File: config.mk
export PLATFORM = sky130hd
export DESIGN_NAME = id_stage_top
export DESIGN_NICKNAME = d
export VERILOG_FILES = /design/src/logic/id_pkg.sv /design/src/logic/inst_decoder.sv /design/src/logic/operand_select.sv /design/src/logic/reg_file.sv /design/src/logic/id_ex_reg.sv /design/src/logic/id_stage_top.sv
export VERILOG_INCLUDE_DIRS = /design/src /design/src/logic
export SDC_FILE = /design/constraint.sdc
export NUM_CORES = 2
export LEC_CHECK = 0
export BUFFER_PORTS_ARGS = -buffer_cell sky130_fd_sc_hd__buf_2
export CORE_ASPECT_RATIO = 0.7
export CORE_MARGIN = 2
export CORE_UTILIZATION = 33
export DETAILED_ROUTE_END_ITERATION = 7
export GPL_TIMING_DRIVEN = 1
export SYNTH_ARGS = -nofsm -noshare
export SYNTH_HDL_FRONTEND = slang
export SYNTH_SLANG_ARGS = --single-unit
File: constraint.sdc
create_clock -name clk -period 7.5 [get_ports clk]
set_clock_uncertainty 0.05 [all_clocks]
set_input_delay 0.75 -clock clk [delete_from_list [all_inputs] [get_ports clk]]
set_output_delay 0.75 -clock clk [all_outputs]
set_load 0.02 [all_outputs]
File: src/logic/id_params.svh
`ifndef ID_PARAMS_SVH
`define ID_PARAMS_SVH

// ====================
// Datapath sizes

`define ID_DATA_W     32 // Register and operand width
`define ID_REG_ADDR_W 5  // Selects one of ID_NUM_REGS registers
`define ID_NUM_REGS   32

// ====================
// Instruction fields

`define ID_IMM_W      16
`define ID_SHAMT_W    5

`endif

File: src/logic/id_pkg.sv
`include "id_params.svh"

package id_pkg;

    // ====================
    // Instruction encodings

    typedef enum logic [5:0] {
        OP_SPECIAL = 6'b000000,
        OP_ADDI    = 6'b001000,
        OP_ADDIU   = 6'b001001,
        OP_SLTI    = 6'b001010,
        OP_SLTIU   = 6'b001011,
        OP_ANDI    = 6'b001100,
        OP_ORI     = 6'b001101,
        OP_XORI    = 6'b001110,
        OP_LUI     = 6'b001111
    } opcode_e;

    typedef enum logic [5:0] {
        FN_SLL  = 6'b000000,
        FN_SRL  = 6'b000010,
        FN_SRA  = 6'b000011,
        FN_SLLV = 6'b000100,
        FN_SRLV = 6'b000110,
        FN_SRAV = 6'b000111,
        FN_ADD  = 6'b100000,
        FN_ADDU = 6'b100001,
        FN_SUB  = 6'b100010,
        FN_SUBU = 6'b100011,
        FN_AND  = 6'b100100,
        FN_OR   = 6'b100101,
        FN_XOR  = 6'b100110,
        FN_NOR  = 6'b100111,
        FN_SLT  = 6'b101010,
        FN_SLTU = 6'b101011
    } funct_e;

    // ====================
    // Execute controls

    typedef enum logic [7:0] {
        ALU_NOP   = 8'h00,
        ALU_SRL   = 8'h02,
        ALU_SRA   = 8'h03,
        ALU_SLLV  = 8'h04,
        ALU_SRLV  = 8'h06,
        ALU_SRAV  = 8'h07,
        ALU_ADD   = 8'h20,
        ALU_ADDU  = 8'h21,
        ALU_SUB   = 8'h22,
        ALU_SUBU  = 8'h23,
        ALU_AND   = 8'h24,
        ALU_OR    = 8'h25, // LUI also uses this
        ALU_XOR   = 8'h26,
        ALU_NOR   = 8'h27,
        ALU_SLT   = 8'h2a,
        ALU_SLTU  = 8'h2b,
        ALU_ADDI  = 8'h55,
        ALU_ADDIU = 8'h56,
        ALU_SLTI  = 8'h57,
        ALU_SLTIU = 8'h58,
        ALU_ANDI  = 8'h59,
        ALU_ORI   = 8'h5a,
        ALU_XORI  = 8'h5b,
        ALU_SLL   = 8'h7c  // Kept apart from NOP, which is all zero
    } aluop_e;

    typedef enum logic [2:0] {
        SEL_NOP   = 3'b000,
        SEL_LOGIC = 3'b001,
        SEL_SHIFT = 3'b010,
        SEL_ARITH = 3'b100
    } alusel_e;

    // ====================
    // Instruction word views

    typedef struct packed {
        opcode_e                   opcode;
        logic [`ID_REG_ADDR_W-1:0] rs;
        logic [`ID_REG_ADDR_W-1:0] rt;
        logic [`ID_REG_ADDR_W-1:0] rd;
        logic [`ID_SHAMT_W-1:0]    shamt;
        funct_e                    funct;
    } inst_r_t;

    typedef struct packed {
        opcode_e                   opcode;
        logic [`ID_REG_ADDR_W-1:0] rs;
        logic [`ID_REG_ADDR_W-1:0] rt;
        logic [`ID_IMM_W-1:0]      imm;
    } inst_i_t;

    typedef union packed {
        inst_r_t r;
        inst_i_t i;
    } inst_word_u;

    // ====================
    // Stage bundles

    typedef struct packed {
        aluop_e                    aluop;
        alusel_e                   alusel;
        logic                      rd1_en;
        logic                      rd2_en;
        logic [`ID_REG_ADDR_W-1:0] rd1_addr;
        logic [`ID_REG_ADDR_W-1:0] rd2_addr;
        logic [`ID_REG_ADDR_W-1:0] wd;
        logic                      wreg;
        logic [`ID_DATA_W-1:0]     imm;
        logic                      invalid;
    } decode_t;

    typedef struct packed {
        logic                      wreg;
        logic [`ID_REG_ADDR_W-1:0] wd;
        logic [`ID_DATA_W-1:0]     wdata;
    } fwd_t;

    typedef struct packed {
        aluop_e                    aluop;
        alusel_e                   alusel;
        logic [`ID_DATA_W-1:0]     reg1;
        logic [`ID_DATA_W-1:0]     reg2;
        logic [`ID_REG_ADDR_W-1:0] wd;
        logic                      wreg;
    } id_ex_t;

endpackage

File: src/logic/inst_decoder.sv
`timescale 1ns/1ns
`include "id_params.svh"

module inst_decoder (
    input  id_pkg::inst_word_u inst_i,
    output id_pkg::decode_t    dec_o
);

    localparam int IMM_PAD   = `ID_DATA_W - `ID_IMM_W;
    localparam int SHAMT_PAD = `ID_DATA_W - `ID_SHAMT_W;

    logic [`ID_DATA_W-1:0] imm_zext;
    logic [`ID_DATA_W-1:0] imm_sext;
    logic [`ID_DATA_W-1:0] imm_upper;
    logic [`ID_DATA_W-1:0] imm_shamt;

    id_pkg::aluop_e        fn_aluop;
    id_pkg::alusel_e       fn_alusel;
    logic                  fn_imm_shift;

    id_pkg::aluop_e        op_aluop;
    id_pkg::alusel_e       op_alusel;
    logic [`ID_DATA_W-1:0] op_imm;

    assign imm_zext  = {{IMM_PAD{1'b0}}, inst_i.i.imm};
    assign imm_sext  = {{IMM_PAD{inst_i.i.imm[`ID_IMM_W-1]}}, inst_i.i.imm};
    assign imm_upper = {inst_i.i.imm, {IMM_PAD{1'b0}}};
    assign imm_shamt = {{SHAMT_PAD{1'b0}}, inst_i.r.shamt};

    // ====================
    // SPECIAL function codes

    assign fn_imm_shift = inst_i.r.funct inside {id_pkg::FN_SLL, id_pkg::FN_SRL, id_pkg::FN_SRA};

    always_comb begin
        case (inst_i.r.funct)
            id_pkg::FN_OR:   fn_aluop = id_pkg::ALU_OR;
            id_pkg::FN_AND:  fn_aluop = id_pkg::ALU_AND;
            id_pkg::FN_XOR:  fn_aluop = id_pkg::ALU_XOR;
            id_pkg::FN_NOR:  fn_aluop = id_pkg::ALU_NOR;
            id_pkg::FN_SLLV: fn_aluop = id_pkg::ALU_SLLV;
            id_pkg::FN_SRLV: fn_aluop = id_pkg::ALU_SRLV;
            id_pkg::FN_SRAV: fn_aluop = id_pkg::ALU_SRAV;
            id_pkg::FN_SLL:  fn_aluop = id_pkg::ALU_SLL;
            id_pkg::FN_SRL:  fn_aluop = id_pkg::ALU_SRL;
            id_pkg::FN_SRA:  fn_aluop = id_pkg::ALU_SRA;
            id_pkg::FN_ADD:  fn_aluop = id_pkg::ALU_ADD;
            id_pkg::FN_ADDU: fn_aluop = id_pkg::ALU_ADDU;
            id_pkg::FN_SUB:  fn_aluop = id_pkg::ALU_SUB;
            id_pkg::FN_SUBU: fn_aluop = id_pkg::ALU_SUBU;
            id_pkg::FN_SLT:  fn_aluop = id_pkg::ALU_SLT;
            id_pkg::FN_SLTU: fn_aluop = id_pkg::ALU_SLTU;
            default:         fn_aluop = id_pkg::ALU_NOP; // HI/LO, MOVN/MOVZ, MULT, SYNC
        endcase
    end

    always_comb begin
        case (inst_i.r.funct)
            id_pkg::FN_OR, id_pkg::FN_AND, id_pkg::FN_XOR, id_pkg::FN_NOR:
                fn_alusel = id_pkg::SEL_LOGIC;
            id_pkg::FN_SLLV, id_pkg::FN_SRLV, id_pkg::FN_SRAV,
            id_pkg::FN_SLL, id_pkg::FN_SRL, id_pkg::FN_SRA:
                fn_alusel = id_pkg::SEL_SHIFT;
            id_pkg::FN_ADD, id_pkg::FN_ADDU, id_pkg::FN_SUB,
            id_pkg::FN_SUBU, id_pkg::FN_SLT, id_pkg::FN_SLTU:
                fn_alusel = id_pkg::SEL_ARITH;
            default:
                fn_alusel = id_pkg::SEL_NOP;
        endcase
    end

    // ====================
    // Major opcodes

    always_comb begin
        case (inst_i.i.opcode)
            id_pkg::OP_ORI:   op_aluop = id_pkg::ALU_ORI;
            id_pkg::OP_ANDI:  op_aluop = id_pkg::ALU_ANDI;
            id_pkg::OP_XORI:  op_aluop = id_pkg::ALU_XORI;
            id_pkg::OP_LUI:   op_aluop = id_pkg::ALU_OR;
            id_pkg::OP_ADDI:  op_aluop = id_pkg::ALU_ADDI;
            id_pkg::OP_ADDIU: op_aluop = id_pkg::ALU_ADDIU;
            id_pkg::OP_SLTI:  op_aluop = id_pkg::ALU_SLTI;
            id_pkg::OP_SLTIU: op_aluop = id_pkg::ALU_SLTIU;
            default:          op_aluop = id_pkg::ALU_NOP; // SPECIAL2, PREF and the rest
        endcase
    end

    always_comb begin
        case (inst_i.i.opcode)
            id_pkg::OP_ORI, id_pkg::OP_ANDI, id_pkg::OP_XORI: begin
                op_alusel = id_pkg::SEL_LOGIC;
                op_imm    = imm_zext;
            end
            id_pkg::OP_LUI: begin
                op_alusel = id_pkg::SEL_LOGIC;
                op_imm    = imm_upper; // ORed with r0 in execute
            end
            id_pkg::OP_ADDI, id_pkg::OP_ADDIU, id_pkg::OP_SLTI, id_pkg::OP_SLTIU: begin
                op_alusel = id_pkg::SEL_ARITH;
                op_imm    = imm_sext;
            end
            default: begin
                op_alusel = id_pkg::SEL_NOP;
                op_imm    = '0;
            end
        endcase
    end

    // ====================
    // Control bundle

    always_comb begin
        dec_o.aluop    = id_pkg::ALU_NOP;
        dec_o.alusel   = id_pkg::SEL_NOP;
        dec_o.rd1_en   = 1'b0;
        dec_o.rd2_en   = 1'b0;
        dec_o.rd1_addr = inst_i.r.rs;
        dec_o.rd2_addr = inst_i.r.rt;
        dec_o.wd       = inst_i.r.rd;
        dec_o.wreg     = 1'b0;
        dec_o.imm      = '0;
        dec_o.invalid  = 1'b1;

        if (inst_i.r.opcode == id_pkg::OP_SPECIAL) begin
            if (fn_imm_shift) begin
                if (inst_i.r.rs == '0) begin
                    dec_o.aluop   = fn_aluop;
                    dec_o.alusel  = fn_alusel;
                    dec_o.rd2_en  = 1'b1; // Shift amount takes the first operand slot
                    dec_o.wreg    = 1'b1;
                    dec_o.imm     = imm_shamt;
                    dec_o.invalid = 1'b0;
                end
            end else if (fn_aluop != id_pkg::ALU_NOP && inst_i.r.shamt == '0) begin
                dec_o.aluop   = fn_aluop;
                dec_o.alusel  = fn_alusel;
                dec_o.rd1_en  = 1'b1;
                dec_o.rd2_en  = 1'b1;
                dec_o.wreg    = 1'b1;
                dec_o.invalid = 1'b0;
            end
        end else if (op_aluop != id_pkg::ALU_NOP) begin
            dec_o.aluop   = op_aluop;
            dec_o.alusel  = op_alusel;
            dec_o.rd1_en  = 1'b1;
            dec_o.wd      = inst_i.i.rt;
            dec_o.wreg    = 1'b1;
            dec_o.imm     = op_imm;
            dec_o.invalid = 1'b0;
        end
    end

endmodule

File: src/logic/operand_select.sv
`timescale 1ns/1ns
`include "id_params.svh"

module operand_select (
    input  logic                      rd_en_i,
    input  logic [`ID_REG_ADDR_W-1:0] rd_addr_i,
    input  logic [`ID_DATA_W-1:0]     imm_i,
    input  logic [`ID_DATA_W-1:0]     rf_data_i,
    input  id_pkg::fwd_t              ex_fwd_i,
    input  id_pkg::fwd_t              mem_fwd_i,
    output logic [`ID_DATA_W-1:0]     operand_o
);

    logic ex_hit;
    logic mem_hit;

    // Address zero is matched as well
    assign ex_hit  = ex_fwd_i.wreg && (ex_fwd_i.wd == rd_addr_i);
    assign mem_hit = mem_fwd_i.wreg && (mem_fwd_i.wd == rd_addr_i);

    always_comb begin
        if (!rd_en_i) begin
            operand_o = imm_i;
        end else if (ex_hit) begin
            operand_o = ex_fwd_i.wdata; // Youngest result wins
        end else if (mem_hit) begin
            operand_o = mem_fwd_i.wdata;
        end else begin
            operand_o = rf_data_i;
        end
    end

endmodule

File: src/logic/reg_file.sv
`timescale 1ns/1ns
`include "id_params.svh"

module reg_file (
    input  logic                      clk,
    input  logic                      rst_n_i,
    input  id_pkg::fwd_t              wb_i,
    input  logic [`ID_REG_ADDR_W-1:0] rd1_addr_i,
    input  logic [`ID_REG_ADDR_W-1:0] rd2_addr_i,
    output logic [`ID_DATA_W-1:0]     rd1_data_o,
    output logic [`ID_DATA_W-1:0]     rd2_data_o
);

    logic [`ID_DATA_W-1:0] regs [`ID_NUM_REGS];

    // Zero register, then same-cycle writeback, then storage
    function automatic logic [`ID_DATA_W-1:0] read_port(
        input logic [`ID_REG_ADDR_W-1:0] addr
    );
        if (addr == '0) begin
            return '0;
        end else if (wb_i.wreg && (wb_i.wd == addr)) begin
            return wb_i.wdata;
        end
        return regs[addr];
    endfunction

    always_ff @(posedge clk) begin
        if (!rst_n_i) begin
            for (int i = 0; i < `ID_NUM_REGS; i++) begin
                regs[i] <= '0;
            end
        end else if (wb_i.wreg && (wb_i.wd != '0)) begin
            regs[wb_i.wd] <= wb_i.wdata; // r0 stays zero
        end
    end

    always_comb begin
        rd1_data_o = read_port(rd1_addr_i);
        rd2_data_o = read_port(rd2_addr_i);
    end

endmodule

File: src/logic/id_ex_reg.sv
`timescale 1ns/1ns
`include "id_params.svh"

module id_ex_reg (
    input  logic                  clk,
    input  logic                  rst_n_i,
    input  id_pkg::decode_t       dec_i,
    input  logic [`ID_DATA_W-1:0] reg1_i,
    input  logic [`ID_DATA_W-1:0] reg2_i,
    output id_pkg::id_ex_t        ex_o,
    output logic                  invalid_o
);

    id_pkg::id_ex_t ex_d;

    always_comb begin
        ex_d.aluop  = dec_i.aluop;
        ex_d.alusel = dec_i.alusel;
        ex_d.reg1   = reg1_i;
        ex_d.reg2   = reg2_i;
        ex_d.wd     = dec_i.wd;
        ex_d.wreg   = dec_i.wreg;
    end

    always_ff @(posedge clk) begin
        if (!rst_n_i) begin
            ex_o.aluop  <= id_pkg::ALU_NOP; // Execute sees a bubble
            ex_o.alusel <= id_pkg::SEL_NOP;
            ex_o.reg1   <= '0;
            ex_o.reg2   <= '0;
            ex_o.wd     <= '0;
            ex_o.wreg   <= 1'b0;
            invalid_o   <= 1'b0;
        end else begin
            ex_o      <= ex_d;
            invalid_o <= dec_i.invalid;
        end
    end

endmodule

File: src/logic/id_stage_top.sv
`timescale 1ns/1ns
`include "id_params.svh"

module id_stage_top (
    input  logic               clk,
    input  logic               rst_n_i,
    input  id_pkg::inst_word_u inst_i,
    input  id_pkg::fwd_t       ex_fwd_i,
    input  id_pkg::fwd_t       mem_fwd_i,
    input  id_pkg::fwd_t       wb_i,
    output id_pkg::id_ex_t     ex_o,
    output logic               invalid_o
);

    id_pkg::decode_t       dec;
    logic [`ID_DATA_W-1:0] rf_rd1_data;
    logic [`ID_DATA_W-1:0] rf_rd2_data;
    logic [`ID_DATA_W-1:0] op1;
    logic [`ID_DATA_W-1:0] op2;

    // ====================
    // Decode and read

    inst_decoder u_decoder (
        .inst_i (inst_i),
        .dec_o  (dec)
    );

    reg_file u_reg_file (
        .clk        (clk),
        .rst_n_i    (rst_n_i),
        .wb_i       (wb_i),
        .rd1_addr_i (dec.rd1_addr),
        .rd2_addr_i (dec.rd2_addr),
        .rd1_data_o (rf_rd1_data),
        .rd2_data_o (rf_rd2_data)
    );

    // ====================
    // Operands

    operand_select u_op1 (
        .rd_en_i   (dec.rd1_en),
        .rd_addr_i (dec.rd1_addr),
        .imm_i     (dec.imm),
        .rf_data_i (rf_rd1_data),
        .ex_fwd_i  (ex_fwd_i),
        .mem_fwd_i (mem_fwd_i),
        .operand_o (op1)
    );

    operand_select u_op2 (
        .rd_en_i   (dec.rd2_en),
        .rd_addr_i (dec.rd2_addr),
        .imm_i     (dec.imm),
        .rf_data_i (rf_rd2_data),
        .ex_fwd_i  (ex_fwd_i),
        .mem_fwd_i (mem_fwd_i),
        .operand_o (op2)
    );

    id_ex_reg u_id_ex_reg (
        .clk       (clk),
        .rst_n_i   (rst_n_i),
        .dec_i     (dec),
        .reg1_i    (op1),
        .reg2_i    (op2),
        .ex_o      (ex_o),
        .invalid_o (invalid_o)
    );

endmodule

==> results.cfg <==
[synth]
synth_ff_type = edfxtp_1
yosys-top-cells-count = edfxtp_1 (1024), and2_1 (1006), mux4_2 (586)
ys_top_cells_by_area = edfxtp_1 (52%), mux4_2 (22%), and2_1 (11%)
synth_seq_area_share_pct = 54.3
synth_most_common_cell = edfxtp_1
synth-seq-cells = 1104
async_flop_share_pct = 0
yosysTopAreaCell = edfxtp_1
synthCells = 3964
ys_types = 72
yosysWarningCount = 0
syn_area_per_cell_um2 = 15.0
synth_edf_count = 1024
syn_area_um2 = 59500
synth_top_area_share_pct = 51.7

[worst_hold_path]
hold_start = ex_fwd_i[0]
hold_end = u_id_ex_reg.ex_o[6]
hold_path_depth = 3
min_path_type = input port to flip-flop

[cts]
clk_pin_slew_ns = 0.07
cts_resized = 0
post-cts-setup-buffer-count = 0
worstSkewPairLatency_ns = 0.74
cts_tree = done
cts_buffers = 107
clock_sinks = 1104
htreeDepth = 3
clk_path_buf_depth = 3
hold_buffers = 0
root_buffer = clkbuf_16

[sta]
max-slew-margin-rel_pct = 16.6
worstMarginPinSlew_ns = 1.25
rsz0062_at_grt = no
setup_tns_ns = 0
hold_viol = 0
finalMaxSlewViolations = 0
min_period_ns = 3.68
fin_crit_sh_pct = 49.1
max_freq_mhz = 272
setup_viol = 0
hold_ws_ns = 0.188

[floorplanning]
ios = 230
die_w_um = 512
fp.dieH_um = 359
core-area_um2 = 179000
rows = 130
die_area_um2 = 184000
start_util_pct = 33.2

[global_route]
use_met3_pct = 9.22
track_usage_pct = 25.4
met1_usage_pct = 35.4
grt_pass1_vias = 38100
top_usage_layer = met1
antenna_found_initial = 42
grt_first_pass_wirelength_um = 325000
use_met2_pct = 35.2
grt_max_degree = 130
overflow = 0

[worst_setup_path]
rr_worst_depth = 6
critPathSlowestCell = a2111oi_4
rrSetupSlack_ns = 5.13
critical_path.max_fanout = 44
critical_path.top_delay_family = compound AO/OA/AOI/OAI gates
cp_data_arrival_time_ns = 4.27
start_kind = input port
worst-path-buf-inv = 2
path_cells = buf_6, xor2_1, nor4_1, nand3_1, a2111oi_4, buf_4, a221oi_1, o21ai_0
critPathKind = input port to flip-flop
worstReg2RegStart = u_reg_file.regs[3][25]
slowest_delay_ns = 0.99
cp.required_ns = 8.08
r2r-end = u_id_ex_reg.ex_o[63]
crit_path_end_kind = flip-flop
cp.depth = 8

[cells_and_area]
final_util_pct = 37.4
final_nets = 4169
fillCellCount = 16700
area_growth_pct = 12.6
layout-drive-gt1-share_pct = 29.5

[power_and_ir_drop]
switching_share_pct = 26.1
leakagePower_nw = 22.6
power_switching_w = 0.00381
power_frac_seq_pct = 49.6
clkPwrFrac_pct = 37.7
ir_drop_mv = 0.207
p_per_area_nw_per_um2 = 217
comb_power_share_pct = 12.7
p_int_w = 0.0108

[drt]
drt_iter0_markers = 7210
viasPerCell = 6.20
dr.pass1.iters = 6
drc = 0
wl_um = 238000
vias = 40300
routedWlPerCell_um = 36.7
final_antenna_net_count = 0

[placement]
io_buffers = 228
hpwlAfterDp_um = 150000
place.gp.congestion = 0.983

[run]
cap_viol_max_count = 0

[outcome]
status = completed
cell type report:
class	count	area [µm²]	share of cell area, %
well taps	2376	2970	4.44
repair buffers	331	2080	3.10
clock buffers	150	3040	4.54
diodes	21	52.6	0.0784
clock inverters	50	364	0.543
flip-flops and latches	1104	32400	48.3
inverters	7	28.8	0.0429
multi-input cells	2464	26100	39.0
power groups by stage:
stage	combinational, W	clock [W]	sequential [W]
after global placement	0.00180	0	0.00734
after detailed placement	0.00180	0	0.00735
final	0.00185	0.00550	0.00723
after floorplan	0.00111	0	0.00729
after global routing	0.00189	0.00575	0.00725
after CTS	0.00181	0.00552	0.00722
metrics by stage:
| stage | std cells | total power (W) | setup WS [ns] | area, µm² |
|---|---|---|---|---|
| 2_1_floorplan | 3996 | 0.00841 | 2.99 | 59600 |
| 3_3_place_gp | 6282 | 0.00913 | 3.21 | 63500 |
| 3_5_place_dp | 6282 | 0.00915 | 3.21 | 63500 |
| 4_1_cts | 6482 | 0.0145 | 3.97 | 67000 |
| 5_1_grt | 6488 | 0.0149 | 3.66 | 67000 |
| 6_report | 6503 | 0.0146 | 3.82 | 67000 |
cells by family after synthesis:
group,Yosys count,share of synthesized area (%)
adders and majority gates,6,0.126
xor gates and xnor gates,30,0.441
AOI/OAI and AO/OA,360,4.49
DFF,1104,54.3
other,1,0.00630
and+or+nand+nor,1315,13.1
muxes,720,24.5
buffers and inverters,428,3.02
routing by layer:
layer / vias up / part of all wire (%)
met5: - / 0.016
met4: 6 / 5.0
met3: 480 / 15
met2: 3333 / 41
met1: 21100 / 39
li1: 15500 / -
worst min-delay path, cell delays in order:
cell     delay (ns)
buf_2          0.10
nand2_1        0.05
nand3_1        0.05
cell usage in the layout, fill, tap and decap left out, drive strengths merged, types with 24 or more instances in the layout:
cell type / synthesis / layout
nand3: 24 / 24
mux4: 586 / 586
buf: 127 / 329
nor2: 96 / 96
edfxtp: 1024 / 1024
mux2i: 119 / 119
dfxtp: 80 / 80
conb: 1 / 33
clkinv: 0 / 40
nand2: 86 / 86
clkbuf: 294 / 152
and2: 1006 / 1006
o21ai: 131 / 131
a21oi: 37 / 37
o2bb2ai: 29 / 29
a221oi: 29 / 29
registers in the layout, summed over array words and instances, names as in the netlist:
| signal | cells |
|---|---|
| u_reg_file.regs | 1024 |
| u_id_ex_reg.invalid_o | 1 |
| u_id_ex_reg.ex_o | 79 |
how the worst max path moves through the flow:
stage	end	slack (ns)	startpoint
floorplan	u_reg_file.regs[28][0]	2.99	wb_i[34]
finish	u_id_ex_reg.ex_o[13]	3.82	inst_i[19]
detailed placement	u_id_ex_reg.ex_o[13]	3.21	inst_i[19]
global placement	u_id_ex_reg.ex_o[37]	3.21	inst_i[19]
CTS	u_id_ex_reg.ex_o[13]	3.97	inst_i[19]
global route	u_id_ex_reg.ex_o[9]	3.66	inst_i[19]
Note: power is estimated with default switching activity, not from simulation.
